[src/logic/rob_pkg.sv]
`default_nettype none

package rob_pkg;

    // Backend sizes
    localparam int rob_entries = 8;
    localparam int word_size   = 32;
    localparam int rob_id_w    = 3;
    localparam int reg_idx_w   = 5;
    localparam int mem_words   = 64;

    // Unit latencies in cycles, issue to writeback
    localparam int alu_latency = 1;
    localparam int mul_latency = 3;

    typedef logic [word_size-1:0] word_t;
    typedef logic [rob_id_w-1:0]  rob_id_t;
    typedef logic [reg_idx_w-1:0] reg_idx_t;

    typedef enum logic [2:0] {
        op_add,
        op_addi,
        op_mul,
        op_load,
        op_store
    } op_e;

    // Exception cause carried per ROB entry
    typedef enum logic [1:0] {
        fault_none,
        fault_fetch,
        fault_mem
    } fault_e;

endpackage

`default_nettype wire

[src/logic/wb_if.sv]
`default_nettype none

interface wb_if;
    import rob_pkg::*;

    logic    valid;
    rob_id_t rob_id;
    word_t   result;
    fault_e  fault;
    // Faulting address, only meaningful for the memory unit
    word_t   fault_addr;

    modport unit (
        output valid,
        output rob_id,
        output result,
        output fault,
        output fault_addr
    );

    modport rob (
        input valid,
        input rob_id,
        input result,
        input fault,
        input fault_addr
    );

endinterface

`default_nettype wire

[src/logic/rob.sv]
`default_nettype none

module rob (
    input  logic              clk,
    input  logic              rst,
    input  logic              alloc,
    input  rob_pkg::reg_idx_t alloc_rd,
    input  logic              alloc_is_store,
    input  rob_pkg::word_t    alloc_pc,
    input  logic              alloc_fetch_fault,
    output rob_pkg::rob_id_t  alloc_id,
    output logic              full,
    output logic              halted,
    wb_if.rob                 alu_wb,
    wb_if.rob                 mul_wb,
    wb_if.rob                 mem_wb,
    input  rob_pkg::rob_id_t  byp1_id,
    input  rob_pkg::rob_id_t  byp2_id,
    output logic              byp1_ready,
    output rob_pkg::word_t    byp1_value,
    output logic              byp2_ready,
    output rob_pkg::word_t    byp2_value,
    output logic              commit,
    output rob_pkg::reg_idx_t commit_rd,
    output rob_pkg::word_t    commit_value,
    output rob_pkg::rob_id_t  commit_id,
    output logic              sb_release,
    output rob_pkg::rob_id_t  sb_id,
    output logic              exception,
    output rob_pkg::word_t    ex_pc,
    output rob_pkg::fault_e   ex_cause,
    output rob_pkg::word_t    ex_addr
);
    import rob_pkg::*;

    // Entry storage
    reg_idx_t   rd_q       [rob_entries];
    word_t      value_q    [rob_entries];
    word_t      pc_q       [rob_entries];
    fault_e     fault_q    [rob_entries];
    word_t      fault_addr [rob_entries];
    logic [rob_entries-1:0] ready_q;
    logic [rob_entries-1:0] store_q;

    rob_id_t          head;
    rob_id_t          tail;
    logic [rob_id_w:0] count;

    // Writeback ports gathered for one loop
    logic [2:0] wb_v;
    rob_id_t    wb_id   [3];
    word_t      wb_res  [3];
    fault_e     wb_flt  [3];
    word_t      wb_addr [3];

    logic head_ready;
    logic head_fault;

    always_comb begin
        wb_v       = {mem_wb.valid, mul_wb.valid, alu_wb.valid};
        wb_id[0]   = alu_wb.rob_id;
        wb_id[1]   = mul_wb.rob_id;
        wb_id[2]   = mem_wb.rob_id;
        wb_res[0]  = alu_wb.result;
        wb_res[1]  = mul_wb.result;
        wb_res[2]  = mem_wb.result;
        wb_flt[0]  = alu_wb.fault;
        wb_flt[1]  = mul_wb.fault;
        wb_flt[2]  = mem_wb.fault;
        wb_addr[0] = alu_wb.fault_addr;
        wb_addr[1] = mul_wb.fault_addr;
        wb_addr[2] = mem_wb.fault_addr;
    end

    assign full     = (count == (rob_id_w + 1)'(rob_entries));
    assign alloc_id = tail;
    assign halted   = exception;

    // Head state drives commit, store release and exceptions
    assign head_ready = (count != '0) && ready_q[head];
    assign head_fault = (fault_q[head] != fault_none);

    assign commit       = head_ready && !head_fault && !exception;
    assign commit_rd    = rd_q[head];
    assign commit_value = value_q[head];
    assign commit_id    = head;

    // Store may write memory only once it is the committing head
    assign sb_release = commit && store_q[head];
    assign sb_id      = head;

    // Operand bypass straight from entry state
    assign byp1_ready = ready_q[byp1_id];
    assign byp1_value = value_q[byp1_id];
    assign byp2_ready = ready_q[byp2_id];
    assign byp2_value = value_q[byp2_id];

    always_ff @(posedge clk) begin
        if (rst) begin
            head      <= '0;
            tail      <= '0;
            count     <= '0;
            ready_q   <= '0;
            exception <= 1'b0;
            ex_pc     <= '0;
            ex_cause  <= fault_none;
            ex_addr   <= '0;
        end else begin
            // Retire head
            if (commit) begin
                ready_q[head] <= 1'b0;
                head          <= head + 1'b1;
            end
            // Oldest fault reaches head, freeze the backend
            if (head_ready && head_fault && !exception) begin
                exception <= 1'b1;
                ex_pc     <= pc_q[head];
                ex_cause  <= fault_q[head];
                ex_addr   <= fault_addr[head];
            end
            // New entry at tail
            if (alloc) begin
                rd_q[tail]       <= alloc_rd;
                store_q[tail]    <= alloc_is_store;
                pc_q[tail]       <= alloc_pc;
                // Fetch faults are complete on arrival
                ready_q[tail]    <= alloc_fetch_fault;
                fault_q[tail]    <= alloc_fetch_fault ? fault_fetch : fault_none;
                fault_addr[tail] <= alloc_pc;
                tail             <= tail + 1'b1;
            end
            for (int p = 0; p < 3; p++) begin
                if (wb_v[p]) begin
                    ready_q[wb_id[p]]    <= 1'b1;
                    value_q[wb_id[p]]    <= wb_res[p];
                    fault_q[wb_id[p]]    <= wb_flt[p];
                    fault_addr[wb_id[p]] <= wb_addr[p];
                end
            end
            case ({alloc, commit})
                2'b10:   count <= count + 1'b1;
                2'b01:   count <= count - 1'b1;
                default: count <= count;
            endcase
        end
    end

endmodule

`default_nettype wire

[src/flat_wrapper.sv]
// flat-port wrapper written by rule: the top's interface ports become plain ports
module rob_flat import rob_pkg::*;
  (clk, rst, alloc, alloc_rd, alloc_is_store, alloc_pc, alloc_fetch_fault, alloc_id, full, halted, byp1_id, byp2_id, byp1_ready, byp1_value, byp2_ready, byp2_value, commit, commit_rd, commit_value, commit_id, sb_release, sb_id, exception, ex_pc, ex_cause, ex_addr, alu_wb_valid, alu_wb_rob_id, alu_wb_result, alu_wb_fault, alu_wb_fault_addr, mul_wb_valid, mul_wb_rob_id, mul_wb_result, mul_wb_fault, mul_wb_fault_addr, mem_wb_valid, mem_wb_rob_id, mem_wb_result, mem_wb_fault, mem_wb_fault_addr);
  wb_if alu_wb_i ();
  wb_if mul_wb_i ();
  wb_if mem_wb_i ();
  input  logic clk;
  input  logic rst;
  input  logic alloc;
  input  rob_pkg::reg_idx_t alloc_rd;
  input  logic alloc_is_store;
  input  rob_pkg::word_t alloc_pc;
  input  logic alloc_fetch_fault;
  output rob_pkg::rob_id_t alloc_id;
  output logic full;
  output logic halted;
  input  rob_pkg::rob_id_t byp1_id;
  input  rob_pkg::rob_id_t byp2_id;
  output logic byp1_ready;
  output rob_pkg::word_t byp1_value;
  output logic byp2_ready;
  output rob_pkg::word_t byp2_value;
  output logic commit;
  output rob_pkg::reg_idx_t commit_rd;
  output rob_pkg::word_t commit_value;
  output rob_pkg::rob_id_t commit_id;
  output logic sb_release;
  output rob_pkg::rob_id_t sb_id;
  output logic exception;
  output rob_pkg::word_t ex_pc;
  output rob_pkg::fault_e ex_cause;
  output rob_pkg::word_t ex_addr;
  input wire logic [$bits(alu_wb_i.valid)-1:0] alu_wb_valid;
  input wire logic [$bits(alu_wb_i.rob_id)-1:0] alu_wb_rob_id;
  input wire logic [$bits(alu_wb_i.result)-1:0] alu_wb_result;
  input wire logic [$bits(alu_wb_i.fault)-1:0] alu_wb_fault;
  input wire logic [$bits(alu_wb_i.fault_addr)-1:0] alu_wb_fault_addr;
  input wire logic [$bits(mul_wb_i.valid)-1:0] mul_wb_valid;
  input wire logic [$bits(mul_wb_i.rob_id)-1:0] mul_wb_rob_id;
  input wire logic [$bits(mul_wb_i.result)-1:0] mul_wb_result;
  input wire logic [$bits(mul_wb_i.fault)-1:0] mul_wb_fault;
  input wire logic [$bits(mul_wb_i.fault_addr)-1:0] mul_wb_fault_addr;
  input wire logic [$bits(mem_wb_i.valid)-1:0] mem_wb_valid;
  input wire logic [$bits(mem_wb_i.rob_id)-1:0] mem_wb_rob_id;
  input wire logic [$bits(mem_wb_i.result)-1:0] mem_wb_result;
  input wire logic [$bits(mem_wb_i.fault)-1:0] mem_wb_fault;
  input wire logic [$bits(mem_wb_i.fault_addr)-1:0] mem_wb_fault_addr;
  assign alu_wb_i.valid = alu_wb_valid;
  assign alu_wb_i.rob_id = alu_wb_rob_id;
  assign alu_wb_i.result = alu_wb_result;
  assign alu_wb_i.fault = alu_wb_fault;
  assign alu_wb_i.fault_addr = alu_wb_fault_addr;
  assign mul_wb_i.valid = mul_wb_valid;
  assign mul_wb_i.rob_id = mul_wb_rob_id;
  assign mul_wb_i.result = mul_wb_result;
  assign mul_wb_i.fault = mul_wb_fault;
  assign mul_wb_i.fault_addr = mul_wb_fault_addr;
  assign mem_wb_i.valid = mem_wb_valid;
  assign mem_wb_i.rob_id = mem_wb_rob_id;
  assign mem_wb_i.result = mem_wb_result;
  assign mem_wb_i.fault = mem_wb_fault;
  assign mem_wb_i.fault_addr = mem_wb_fault_addr;
  rob u_core (.clk(clk), .rst(rst), .alloc(alloc), .alloc_rd(alloc_rd), .alloc_is_store(alloc_is_store), .alloc_pc(alloc_pc), .alloc_fetch_fault(alloc_fetch_fault), .alloc_id(alloc_id), .full(full), .halted(halted), .alu_wb(alu_wb_i), .mul_wb(mul_wb_i), .mem_wb(mem_wb_i), .byp1_id(byp1_id), .byp2_id(byp2_id), .byp1_ready(byp1_ready), .byp1_value(byp1_value), .byp2_ready(byp2_ready), .byp2_value(byp2_value), .commit(commit), .commit_rd(commit_rd), .commit_value(commit_value), .commit_id(commit_id), .sb_release(sb_release), .sb_id(sb_id), .exception(exception), .ex_pc(ex_pc), .ex_cause(ex_cause), .ex_addr(ex_addr));
endmodule
[config.mk]
export PLATFORM = sky130hd
export DESIGN_NAME = rob_flat
export DESIGN_NICKNAME = d
export VERILOG_FILES = /design/src/logic/rob_pkg.sv /design/src/logic/wb_if.sv /design/src/logic/rob.sv /design/src/flat_wrapper.sv
export SDC_FILE = /design/constraint.sdc
export NUM_CORES = 2
export LEC_CHECK = 0
export BUFFER_PORTS_ARGS = -buffer_cell sky130_fd_sc_hd__buf_2
export CORE_UTILIZATION = 45
export DETAILED_ROUTE_END_ITERATION = 10
export PLACE_DENSITY = 0.64
export SLEW_MARGIN = 20
export SYNTH_ARGS = -nofsm -noshare
export SYNTH_HDL_FRONTEND = slang
export SYNTH_SLANG_ARGS = --single-unit
[constraint.sdc]
create_clock -name clk -period 14.1 [get_ports clk]
set_clock_uncertainty 0.2 [all_clocks]
set_input_delay 0.705 -clock clk [delete_from_list [all_inputs] [get_ports clk]]
set_output_delay 0.705 -clock clk [all_outputs]
set_load 0.005 [all_outputs]
==> results summary <==
The run finished with clean final reports. Registers are responsible for 47.9% of the overall power. The number of pins with negative max-slew slack in the final report came out at 0. The fraction of the core area covered by cells at the end of the flow is 50.2%.

The fraction of the yosys area taken by sequential cells came out at 49.9%. In this run the most critical hold path is launched from alloc_is_store. In this run the power spent charging and discharging nets is 0.00171 W.

Among cell families on the critical path, the largest total delay comes from buffers and inverters. The maximum clock rate came out at 0.211 GHz. The number of violations reported at the end of detailed-routing iteration 0 came out at 5167. The largest stage delay on the critical path is 0.99 ns. The effective utilization at floorplan is 45.4%. Prior to clock tree synthesis, the placed netlist has a worst setup slack of 9.53 ns. The via count of the first global-routing pass is 38284. The first detailed-routing pass ran for 7 iterations. Setup violations remaining at the end of the flow were counted as 0. The largest voltage drop on the vdd net came out at 96.3 uV. The width of the die is 347 microns. The part of the total power dissipated in combinational logic came out at 12.5%. The global-route wire length before repair is 273000 microns. Setup repair after global routing left no endpoint under its margin. The count of cells along the worst hold path came out at 1. The number of synthesis warnings came out at 0. The fraction of layout cells with a size suffix above 1 is 26.6%. Headroom to the max-slew limit came out at 22.2%. For this design the static power due to leakage is 20.9 nW. The switching share of power is 25.8%. The post-synthesis register bit count is 920. The post-synthesis average cell area came out at 12.1 sq um.

The routed design has 192000 microns of wire. The number of antenna violations at the first check in global routing came out at 74. The net count after synthesis is 4684. The final number of hold-violating endpoints came to 0.

The pin count of the biggest net entering global routing is 76. Traced cell by cell, the critical path runs through buf_4 -> nand4_1 -> nand4_1 -> buf_4 -> nand2_2 -> a21oi_1 -> buf_2. The via-per-instance ratio is 6.65.

The tool flagged a number of max-cap violations equal to 0. The number of placement rows came out at 126. The detailed-route DRC error count came out at 0.

The total area of multi-input combinational cells is 0.0242 sq mm. The wire length per cell came out at 31.4 microns. The worst register-to-register path ends at u_core.count[3]$_SDFFE_PP0P_.

The number of buffers added by the clock tree synthesis step came out at 102. The insertion delay of the later-clocked pin in the worst-skew pair is 0.73 ns. The placeable core area came out at 0.118 sq mm.

The setup TNS is 0 ns. The tree is rooted in a sky130_fd_sc_hd__clkbuf_16. The post-synthesis to final-layout area growth is 10.5%.

Measured in cells, the most critical reg-to-reg path has a length of 13. Synthesis instantiated 76 different standard cells from the library. The synthesized netlist occupies a cell area of 0.0536 sq mm.

The number of cells in the finished layout apart from fillers is 6105. Data on the critical path arrives at its endpoint at 3.84 ns. The most used flip-flop cell after synthesis is sky130_fd_sc_hd__edfxtp_1. The placed instance count came out at 5868. The sequential cell area came out at 0.0268 sq mm. The wire-length estimate of the detail-placed layout is 113000 microns. The count of filler cells inserted in the layout is 10248. The clock slew at the register clock pins of the worst setup and hold paths came out at 0.06 ns. The slowest stage of the critical path is the sky130_fd_sc_hd__dfxtp_4 cell. The path class of the tightest hold or removal check is in2reg. Routability-driven placement finished with a final weighted congestion of 0.892. The largest driver fanout on the critical path came out at 46. Cell internal power was estimated by the tool at 0.00492 W. STA classifies the critical path endpoint as an output pin. The worst setup path is launched from a flip-flop. The count of input and output buffers came out at 440. The critical path required time is 13.19 ns.

The worst path setup slack after routing came out at 9.35 ns. The tree built by TritonCTS fans out to 920 sinks. After technology mapping, the gate count stands at 4420. The count of H-tree levels built during CTS came out at 3. The share of the clock period used by the worst path is 33.7%. In this run, synthesis inferred 832 flip-flops with an integrated enable. The slew at the pin closest to its max-slew limit came out at 1.16 ns. The total buffers and inverters traversed by the critical path came out at 3. Once the clock tree was built, the resizer swapped 0 gates to a different size. The vertical extent of the die is 347 microns. The CTS tree is built. The minimum clock period is 4.75 ns.

The number of setup buffers added after CTS is 0. The floorplan die area came out at 0.120 sq mm. Counting along the longest clock path gives a buffer depth of 3. Pin placement for this block handled 441 I/O pins. The path with the worst hold slack has its endpoint at u_core.store_q[0]$_DFFE_PP_.

Summing over every cut layer, the via total after detailed routing is 40619. The final net count came out at 4700. The count of hold buffers inserted by post-cts repair came out at 0. The total grt overflow is 0. The fraction of registers with async set/reset is 0%. By startpoint and endpoint, the worst setup path is classified as reg2out. The power density over cell area came out at 112 mW/mm^2. The overall global routing resource usage came out at 30.9%. The relative contribution of the clock network to total power is 39.7%. The setup slack of the most critical reg-to-reg path came out at 9.58 ns. The residual antenna-violating net count after detailed routing came out at 0.
## worst register-to-register path, stage by stage (launching register included)
cell and delay (ns):
sky130_fd_sc_hd__dfxtp_4 0.99, sky130_fd_sc_hd__buf_4 0.81, sky130_fd_sc_hd__nand4_1 0.27, sky130_fd_sc_hd__nand4_1 0.22, sky130_fd_sc_hd__buf_4 0.30, sky130_fd_sc_hd__nand2_2 0.11
sky130_fd_sc_hd__inv_2 0.21, sky130_fd_sc_hd__ha_1 0.23, sky130_fd_sc_hd__ha_1 0.24, sky130_fd_sc_hd__a21o_1 0.18, sky130_fd_sc_hd__a21oi_1 0.17, sky130_fd_sc_hd__xnor2_1 0.10
sky130_fd_sc_hd__or3_1 0.31, sky130_fd_sc_hd__a21oi_1 0.13
## sequential cells by signal (all words and copies together), names as in the netlist, named ones only
signal / flops
u_core.store_q: 8
u_core.pc_q: 256
u_core.ex_pc: 32
u_core.count: 4
u_core.commit_id: 3
u_core.fault_q: 16
u_core.value_q: 256
u_core.exception: 1
u_core.fault_addr: 256
u_core.alloc_id: 3
u_core.ex_addr: 32
u_core.rd_q: 40
u_core.ready_q: 8
u_core.ex_cause: 2
## cells in the mapped netlist (6+ instances only)
cell type	count	area [sq um]
sky130_fd_sc_hd__a22oi_1	119	893
sky130_fd_sc_hd__or2_2	9	56.3
sky130_fd_sc_hd__mux2i_1	515	5150
sky130_fd_sc_hd__and2_1	8	50.1
sky130_fd_sc_hd__clkbuf_1	347	1300
sky130_fd_sc_hd__a21oi_1	83	415
sky130_fd_sc_hd__dfxtp_1	88	1760
sky130_fd_sc_hd__edfxtp_1	832	25000
sky130_fd_sc_hd__o22a_1	6	52.6
sky130_fd_sc_hd__a31oi_1	67	419
sky130_fd_sc_hd__a21o_1	181	1360
sky130_fd_sc_hd__mux4_2	259	5830
sky130_fd_sc_hd__or3_1	6	37.5
sky130_fd_sc_hd__buf_2	105	526
sky130_fd_sc_hd__buf_4	71	533
sky130_fd_sc_hd__buf_6	19	214
sky130_fd_sc_hd__mux2_2	150	1690
sky130_fd_sc_hd__a221oi_1	71	622
sky130_fd_sc_hd__a22o_1	12	105
sky130_fd_sc_hd__nor4_1	6	37.5
sky130_fd_sc_hd__nand3_1	11	55.1
sky130_fd_sc_hd__buf_1	37	139
sky130_fd_sc_hd__nand2b_1	13	81.3
sky130_fd_sc_hd__nor2b_1	10	62.6
sky130_fd_sc_hd__o21ai_1	7	35.0
sky130_fd_sc_hd__inv_1	9	33.8
sky130_fd_sc_hd__nand2_1	358	1340
sky130_fd_sc_hd__a211oi_1	220	1650
sky130_fd_sc_hd__nor3_1	27	135
sky130_fd_sc_hd__clkbuf_2	41	205
sky130_fd_sc_hd__nor3_2	12	120
sky130_fd_sc_hd__nor2_1	295	1110
sky130_fd_sc_hd__a21oi_2	18	158
sky130_fd_sc_hd__o21ai_0	306	1530
sky130_fd_sc_hd__o22ai_1	17	106
## power by group through the flow
stage / Clock, W / Sequential, W / Combinational (W)
2_1_floorplan: 0 / 0.00321 / 0.000538
3_3_place_gp: 0 / 0.00322 / 0.000801
3_5_place_dp: 0 / 0.00323 / 0.000813
4_1_cts: 0.00265 / 0.00317 / 0.000817
5_1_grt: 0.00276 / 0.00318 / 0.000874
6_report: 0.00263 / 0.00317 / 0.000827
## cell families after synthesis
kind of cell	synth area share, %
AO/OA/AOI/OAI	14.3
multiplexers	23.7
flip-flops	49.9
AND/OR/NAND/NOR	6.38
buffers and inverters	5.52
adder cells (fa/ha/maj)	0.154
XOR/XNOR	0.0817
## layout by cell type, fill, tap and decap left out, drive strengths merged, types with 40 or more instances in the layout
master / n
a31oi: 67
diode: 45
clkinv: 45
a21o: 181
nor2: 301
mux4: 259
nor3: 40
buf: 532
a221oi: 71
dfxtp: 88
o21ai: 313
edfxtp: 832
a211oi: 225
mux2i: 515
clkbuf: 140
a21oi: 101
a22oi: 119
nand2: 359
mux2: 150
## worst max-delay path by stage
stage	from	to	slack, ns	depth (start not counted)
final	flip-flop	sb_release	9.35	7
after global routing	flip-flop	sb_release	9.02	7
after CTS	flip-flop	sb_release	9.20	7
after detailed placement	flip-flop	u_core.count[3]$_SDFFE_PP0P_	9.53	13
after global placement	flip-flop	u_core.count[3]$_SDFFE_PP0P_	9.52	13
after floorplan	alloc	u_core.fault_addr[4][0]$_DFFE_PP_	8.83	4
## final cells by class
cell class                 count  area share (%)
tap                         1536            3.25
sequential                   920            45.2
antenna                       45           0.190
inverter                      11          0.0697
timing repair buffer         532            4.90
clock buffer                 140            4.69
multi-input combinational   2869            40.9
clock inverter                52           0.839
## layer usage
layer / vias up / global-route usage, % / share of wire [%] / wire, microns
met1: 20349 / 40.6 / 38 / 72500
met4: 40 / 15.5 / 4.6 / 8740
met3: 513 / 6.77 / 11 / 20700
met5: - / 0 / 0.13 / 249
li1: 17106 / - / - / -
met2: 2611 / 48.3 / 47 / 89600
## per-stage QoR
step | hold WS [ns] | instance area (sq um) | total power, W
3_3_place_gp | 0.265 | 55800 | 0.00403
3_5_place_dp | 0.275 | 55800 | 0.00404
4_1_cts | 0.0441 | 59100 | 0.00664
2_1_floorplan | 0.266 | 53600 | 0.00375
5_1_grt | 0.0799 | 59200 | 0.00682
6_report | 0.0810 | 59200 | 0.00663
No activity file was read; power rests on OpenSTA's default activity.
